--- src/verilog/params_pkg.sv ---
`default_nettype none

package params_pkg;

    localparam int num_src    = 2;

    // proportion test
    localparam int window_len = 1024;
    localparam int prop_lo    = 461;
    localparam int prop_hi    = 562;

    // repetition count test
    localparam int rep_inter  = 20;
    localparam int rep_perm   = 30;
    localparam int inter_max  = 3;

    localparam int word_bits  = 32;

    // counter widths
    localparam int run_w      = $clog2(rep_perm + 1);
    localparam int fail_w     = $clog2(inter_max + 1);
    localparam int win_w      = $clog2(window_len);
    localparam int ones_w     = $clog2(window_len + 1);
    localparam int cnt_w      = $clog2(word_bits);

endpackage

`default_nettype wire
--- src/verilog/le_types_pkg.sv ---
`default_nettype none

package le_types_pkg;

    // health record for one entropy source
    typedef struct packed {
        // sticky, set by the first passing proportion window
        logic valid;
        // one cycle pulse per repetition failure
        logic inter_fail;
        // sticky until reset
        logic perm_fail;
    } health_t;

    // packed output word
    typedef struct packed {
        // word was assembled in debug mode
        logic                             debug;
        logic [params_pkg::word_bits-1:0] data;
    } word_t;

endpackage

`default_nettype wire

--- src/verilog/entropy_top.sv ---
`default_nettype none

module entropy_top (
    input  wire                                            clk,
    input  wire                                            rst,
    input  wire [params_pkg::num_src-1:0]                  adc_in,
    input  wire                                            debug_mode,
    output le_types_pkg::health_t [params_pkg::num_src-1:0] status,
    output logic                                           word_valid,
    output le_types_pkg::word_t                            word
);

    logic [params_pkg::num_src-1:0] chan_disable;
    logic [params_pkg::num_src-1:0] chan_sample;
    logic                           take;
    logic                           sel_bit;
    logic                           sel_dbg;

    // one health test per source
    for (genvar i = 0; i < params_pkg::num_src; i++) begin : g_chan
        oht_channel u_chan (
            .clk         (clk),
            .rst         (rst),
            .adc_in      (adc_in[i]),
            .health      (status[i]),
            .src_disable (chan_disable[i]),
            .sample      (chan_sample[i])
        );
    end

    source_select u_select (
        .health      (status),
        .src_disable (chan_disable),
        .sample      (chan_sample),
        .debug_mode  (debug_mode),
        .take        (take),
        .data_bit    (sel_bit),
        .dbg         (sel_dbg)
    );

    bit_packer u_packer (
        .clk        (clk),
        .rst        (rst),
        .take       (take),
        .data_bit   (sel_bit),
        .dbg        (sel_dbg),
        .word_valid (word_valid),
        .word       (word)
    );

endmodule

`default_nettype wire

--- src/verilog/bit_packer.sv ---
`default_nettype none

module bit_packer (
    input  wire                 clk,
    input  wire                 rst,
    input  wire                 take,
    input  wire                 data_bit,
    input  wire                 dbg,
    output logic                word_valid,
    output le_types_pkg::word_t word
);

    logic [params_pkg::word_bits-1:0] shift_q;
    logic [params_pkg::word_bits-1:0] shift_nxt;
    logic [params_pkg::cnt_w-1:0]     bit_cnt;

    // first accepted bit ends up in the msb
    assign shift_nxt = {shift_q[params_pkg::word_bits-2:0], data_bit};

    always_ff @(posedge clk) begin
        if (take) begin
            shift_q <= shift_nxt;
        end
    end

    always_ff @(posedge clk) begin
        if (rst) begin
            bit_cnt    <= '0;
            word_valid <= 1'b0;
            word       <= '0;
        end else begin
            word_valid <= 1'b0;
            if (take) begin
                // count wraps back to zero after the last bit
                bit_cnt <= bit_cnt + 1'b1;
                if (bit_cnt == params_pkg::word_bits - 1) begin
                    word       <= '{debug: dbg, data: shift_nxt};
                    word_valid <= 1'b1;
                end
            end
        end
    end

endmodule

`default_nettype wire

--- src/verilog/source_select.sv ---
`default_nettype none

module source_select (
    input  wire le_types_pkg::health_t [params_pkg::num_src-1:0] health,
    input  wire [params_pkg::num_src-1:0]                        src_disable,
    input  wire [params_pkg::num_src-1:0]                        sample,
    input  wire                                                  debug_mode,
    output logic                                                 take,
    output logic                                                 data_bit,
    output logic                                                 dbg
);

    always_comb begin
        take     = 1'b0;
        data_bit = 1'b0;
        dbg      = 1'b0;
        if (debug_mode) begin
            // raw bits from source 0, health ignored
            take     = 1'b1;
            data_bit = sample[0];
            dbg      = 1'b1;
        end else begin
            // walk downwards so the lowest healthy index wins
            for (int i = params_pkg::num_src - 1; i >= 0; i--) begin
                if (health[i].valid && !src_disable[i]) begin
                    take     = 1'b1;
                    data_bit = sample[i];
                end
            end
        end
    end

endmodule

`default_nettype wire

--- src/verilog/oht_channel.sv ---
`default_nettype none

module oht_channel (
    input  wire                   clk,
    input  wire                   rst,
    input  wire                   adc_in,
    output le_types_pkg::health_t health,
    output logic                  src_disable,
    output logic                  sample
);

    logic [params_pkg::run_w-1:0]  run_cnt;
    logic [params_pkg::run_w-1:0]  run_nxt;
    logic [params_pkg::fail_w-1:0] fail_cnt;
    logic [params_pkg::win_w-1:0]  win_cnt;
    logic [params_pkg::ones_w-1:0] ones_cnt;
    logic [params_pkg::ones_w-1:0] ones_nxt;
    logic                          inter_hit;
    logic                          perm_hit;
    logic                          win_end;
    logic                          band_ok;
    logic                          valid_q;
    logic                          inter_q;
    logic                          perm_q;

    // sample seen by the selector one cycle later
    always_ff @(posedge clk) begin
        sample <= adc_in;
    end

    // run length including the sample now on adc_in
    always_comb begin
        if (run_cnt == '0 || adc_in != sample) begin
            run_nxt = 1'b1;
        end else begin
            run_nxt = run_cnt + 1'b1;
        end
    end

    assign inter_hit = (run_nxt == params_pkg::rep_inter)
                     && (fail_cnt < params_pkg::inter_max);
    assign perm_hit  = (run_nxt == params_pkg::rep_perm)
                     && (fail_cnt == params_pkg::inter_max);

    // repetition count, intermittent then permanent failures
    always_ff @(posedge clk) begin
        if (rst) begin
            run_cnt  <= '0;
            fail_cnt <= '0;
            inter_q  <= 1'b0;
            perm_q   <= 1'b0;
        end else if (!perm_q) begin
            inter_q <= inter_hit;
            if (perm_hit) begin
                perm_q <= 1'b1;
            end
            if (inter_hit) begin
                // restart the run after each intermittent failure
                run_cnt  <= '0;
                fail_cnt <= fail_cnt + 1'b1;
            end else begin
                run_cnt <= run_nxt;
            end
        end
    end

    assign ones_nxt = ones_cnt + adc_in;
    assign win_end  = (win_cnt == params_pkg::window_len - 1);
    assign band_ok  = (ones_nxt >= params_pkg::prop_lo)
                    && (ones_nxt <= params_pkg::prop_hi);

    // proportion window over window_len samples
    always_ff @(posedge clk) begin
        if (rst) begin
            win_cnt  <= '0;
            ones_cnt <= '0;
            valid_q  <= 1'b0;
        end else if (!perm_q) begin
            if (inter_hit) begin
                win_cnt  <= '0;
                ones_cnt <= '0;
            end else if (win_end) begin
                if (band_ok) begin
                    valid_q <= 1'b1;
                end
                win_cnt  <= '0;
                ones_cnt <= '0;
            end else begin
                win_cnt  <= win_cnt + 1'b1;
                ones_cnt <= ones_nxt;
            end
        end
    end

    assign health = '{valid: valid_q, inter_fail: inter_q, perm_fail: perm_q};

    // keeps the selector off this source
    assign src_disable = inter_q | perm_q;

endmodule

`default_nettype wire

--- config.mk ---
export PLATFORM = sky130hd
export DESIGN_NAME = entropy_top
export DESIGN_NICKNAME = d
export VERILOG_FILES = /design/src/verilog/params_pkg.sv /design/src/verilog/le_types_pkg.sv /design/src/verilog/entropy_top.sv /design/src/verilog/bit_packer.sv /design/src/verilog/source_select.sv /design/src/verilog/oht_channel.sv
export SDC_FILE = /design/constraint.sdc
export NUM_CORES = 1
export LEC_CHECK = 0
export ABC_AREA = 0
export ABC_CLOCK_PERIOD_IN_PS = 7500
export BUFFER_PORTS_ARGS = -buffer_cell sky130_fd_sc_hd__buf_4
export CORE_UTILIZATION = 25
export CTS_CLUSTER_SIZE = 20
export DETAILED_ROUTE_END_ITERATION = 7
export PLACE_DENSITY_LB_ADDON = 0.3
export SYNTH_ARGS = -nofsm -noshare
export SYNTH_HDL_FRONTEND = slang
export SYNTH_SLANG_ARGS = --single-unit
--- constraint.sdc ---
create_clock -name clk -period 7.5 [get_ports clk]
set_input_delay 0.75 -clock clk [delete_from_list [all_inputs] [get_ports clk]]
set_output_delay 0.75 -clock clk [all_outputs]
set_load 0.02 [all_outputs]
==> impl_metrics.env <==
export IMPL_synth_cell_types=60
export IMPL_syn_area_mm2=0.00589
export IMPL_clkSinkCount=134
export IMPL_fin_total_pwr_mw=1.62
export IMPL_dp_hpwl_um=8130
export IMPL_crit_chain="ha_1 -> and3_1 -> nand3_1 -> nor3_1 -> nor2_1 -> a22oi_1 -> nor2_1"
export IMPL_place_area_mm2=0.00647
export IMPL_synth_seq_area_share_pct=50.8
export IMPL_async_reset_ff_share_pct=0
export IMPL_die_h_um=155
export IMPL_gr_total_overflow=0
export IMPL_antenna_left=0
export IMPL_irDropWorstVdd_mv=0.120
export IMPL_synth_area_leaders="dfxtp_1 (35%), edfxtp_1 (16%), nand2_1 (6.6%)"
export IMPL_drt_iter0_drc=181
export IMPL_fin_crit_ps=2540
export IMPL_ys_warn_count=0
export IMPL_start_util_pct=25.8
export IMPL_coreArea_mm2=0.0228
export IMPL_syn_avg_cell_area_um2=9.02
export IMPL_routed_wl_um=12700
export IMPL_avgViaCountPerCell=4.55
export IMPL_clock_latency_ps=420
export IMPL_crit_path_end_kind="flop"
export IMPL_htreeDepth=4
export IMPL_gp_congestion=0.758
export IMPL_status="finished, final reports clean"
export IMPL_layout_cells_non_filler=1006
export IMPL_post_cts_buffers=0
export IMPL_hp_class="flop to flop"
export IMPL_grt_start_max_net_pins=90
export IMPL_cts_root_buffer="clkbuf_16"
export IMPL_rsz0062_at_grt="no"
export IMPL_synth_edff_count=31
export IMPL_crit_required_ps=7760
export IMPL_synth_fp_nets=672
export IMPL_final_max_slew_violation_count=0
export IMPL_yosysTopAreaCell="dfxtp_1"
export IMPL_clockBufferDepth=2
export IMPL_pwr_density_cell_mw_per_mm2=230
export IMPL_cp_max_fo=8
export IMPL_postCtsHoldBufs=0
export IMPL_ctsResizeCount=0
export IMPL_row_count=55
export IMPL_grtUsageTotal_pct=11.2
export IMPL_ys_ff_latch=134
export IMPL_numPortBuffers=44
export IMPL_hold_viol=0
export IMPL_synth_main_ff_cell="dfxtp_1"
export IMPL_setup_violations=0
export IMPL_insertedDiodeCount=0
export IMPL_vias=4579
export IMPL_cp_slowest_cell="nor3_1"
export IMPL_area_growth_pct=19.3
export IMPL_fin_skew_ps=17.7
export IMPL_drcViolationCount=0
export IMPL_critPathMaxStageDelay_ps=800
export IMPL_tns_ps=0
export IMPL_relSlewSlack_pct=23.7
export IMPL_nets=699
export IMPL_fmaxAchievable_mhz=394
export IMPL_grt_pass1_vias=4465
export IMPL_cts_buffers=17
export IMPL_antenna_found_initial=0
export IMPL_fin_crit_sh_pct=33.9
export IMPL_grt_pass1_wl_um=21600
export IMPL_cts_tree="done"
export IMPL_wl_per_cell_um=12.6
export IMPL_dp_cells=974
export IMPL_drt_pass1_iterations=4
export IMPL_postSynthCellCount=653
export IMPL_crit_type="flop to flop"
export IMPL_dieArea_mm2=0.0242
export IMPL_synth_top_area_share_pct=35.0
export IMPL_clk_pin_slew_worst_paths_ps=60
export IMPL_tightest_slew_ps=1140
export IMPL_drive_above_1_share_pct=13.4
export IMPL_leakage_nw=2.50
export IMPL_cpMostUsedCell="nor2_1"
export IMPL_arrival_ps=2800
export IMPL_drv_cap=0
export IMPL_post_route_cell_area_mm2=0.00702
export IMPL_dieWidth_um=155
export IMPL_ioPinCount=45
export IMPL_cp_start_kind="flop"
-- area by class of cell --
class,count,area (um^2)
sequential,134,2990
clock buffer,19,443
clock inverter,13,110
tap,313,392
timing repair buffer,50,375
fill,2432,15800
inverter,16,60.1
multi-input combinational,461,2650
-- where the power goes --
part / internal (mW) / total, mW / switching [mW]
Clock: 0.441 / 0.780 / 0.339
Combinational: 0.0233 / 0.0599 / 0.0365
Sequential: 0.760 / 0.776 / 0.0156
-- stage by stage --
step / worst slack [ps] / utilization (%) / hold slack [ps]
final: 4960 / 30.7 / 444
after global routing: 4690 / 30.7 / 444
after CTS: 4900 / 30.7 / 443
after detailed placement: 4520 / 28.3 / 435
after global placement: 4590 / 28.3 / 431
after floorplan: 4410 / - / 426
-- worst max-delay path: cells and delay by family, from the launching register on --
family / cells / cell delay (ps)
AO/OA/AOI/OAI: 1 / 260
adder cells (fa/ha/maj): 1 / 220
flip-flops: 1 / 400
AND/OR/NAND/NOR: 5 / 1510
-- cells in the mapped netlist, drive strengths merged (8+ instances only) --
cell	instances
buf	10
nor2	52
dfxtp	103
a21oi	77
clkbuf	32
and3	10
nor3	17
inv	16
nand2	104
nor2b	9
nand3	34
xor2	12
or3	8
o21ai	25
edfxtp	31
xnor2	14
ha	14
-- cells by family after synthesis --
kind of cell / synth area share [%]
adder cells (fa/ha/maj): 2.97
buffers and inverters: 4.33
AO/OA/AOI/OAI: 15.1
AND/OR/NAND/NOR: 21.7
flip-flops: 50.8
XOR/XNOR: 3.87
multiplexers: 1.21
-- layout by cell type, fill, tap and decap left out, types with 3 or more instances in the layout --
cell type and count:
a211oi_1 4, a21oi_1 77, a22o_1 5, a22oi_1 5, and3_1 10, buf_4 50
clkbuf_16 17, clkinv_4 3, dfxtp_1 103, edfxtp_1 31, ha_1 14, inv_1 16
inv_6 7, mux2i_1 6, nand2_1 104, nand3_1 34, nand4_1 5, nor2_1 51
nor2b_1 9, nor3_1 17, nor3b_1 3, nor4_1 6, nor4b_1 3, o211ai_1 5
o21ai_0 24, or3_1 7, or3b_2 3, xnor2_1 14, xor2_1 12
-- flip-flops by register name, summed over array words and instances (netlist names) --
register and count:
u_packer.shift_q 31, u_packer.word 33, g_chan.u_chan.ones_cnt 22, g_chan.u_chan.perm_q 2, g_chan.u_chan.run_cnt 10, g_chan.u_chan.sample 2
u_packer.word_valid 1, g_chan.u_chan.win_cnt 20, g_chan.u_chan.inter_q 2, g_chan.u_chan.fail_cnt 4, g_chan.u_chan.valid_q 2, u_packer.bit_cnt 5
-- routing by layer --
metal	global-route usage, %	vias to the layer above	share of wire (%)
met4	4.01	0	0.82
met3	3.40	9	2.4
met1	14.3	2174	51
met5	0	-	0
met2	17.8	35	46
li1	-	2361	-
-- worst paths after layout --
| kind | end | from | cells after the start | slack [ps] |
|---|---|---|---|---|
| hold / removal | u_packer.shift_q[9]$_DFFE_PN_ | u_packer.shift_q[8]$_DFFE_PN_ | 0 | 440 |
| setup / recovery | g_chan[1].u_chan.win_cnt[1]$_SDFFE_PP0N_ | g_chan[1].u_chan.win_cnt[0]$_SDFFE_PP0N_ | 7 | 4960 |
| hold reg to reg | u_packer.shift_q[9]$_DFFE_PN_ | u_packer.shift_q[8]$_DFFE_PN_ | 0 | 440 |
| setup reg to reg | g_chan[1].u_chan.win_cnt[1]$_SDFFE_PP0N_ | g_chan[1].u_chan.win_cnt[0]$_SDFFE_PP0N_ | 7 | 4960 |
Note: power is estimated with default switching activity, not from simulation.
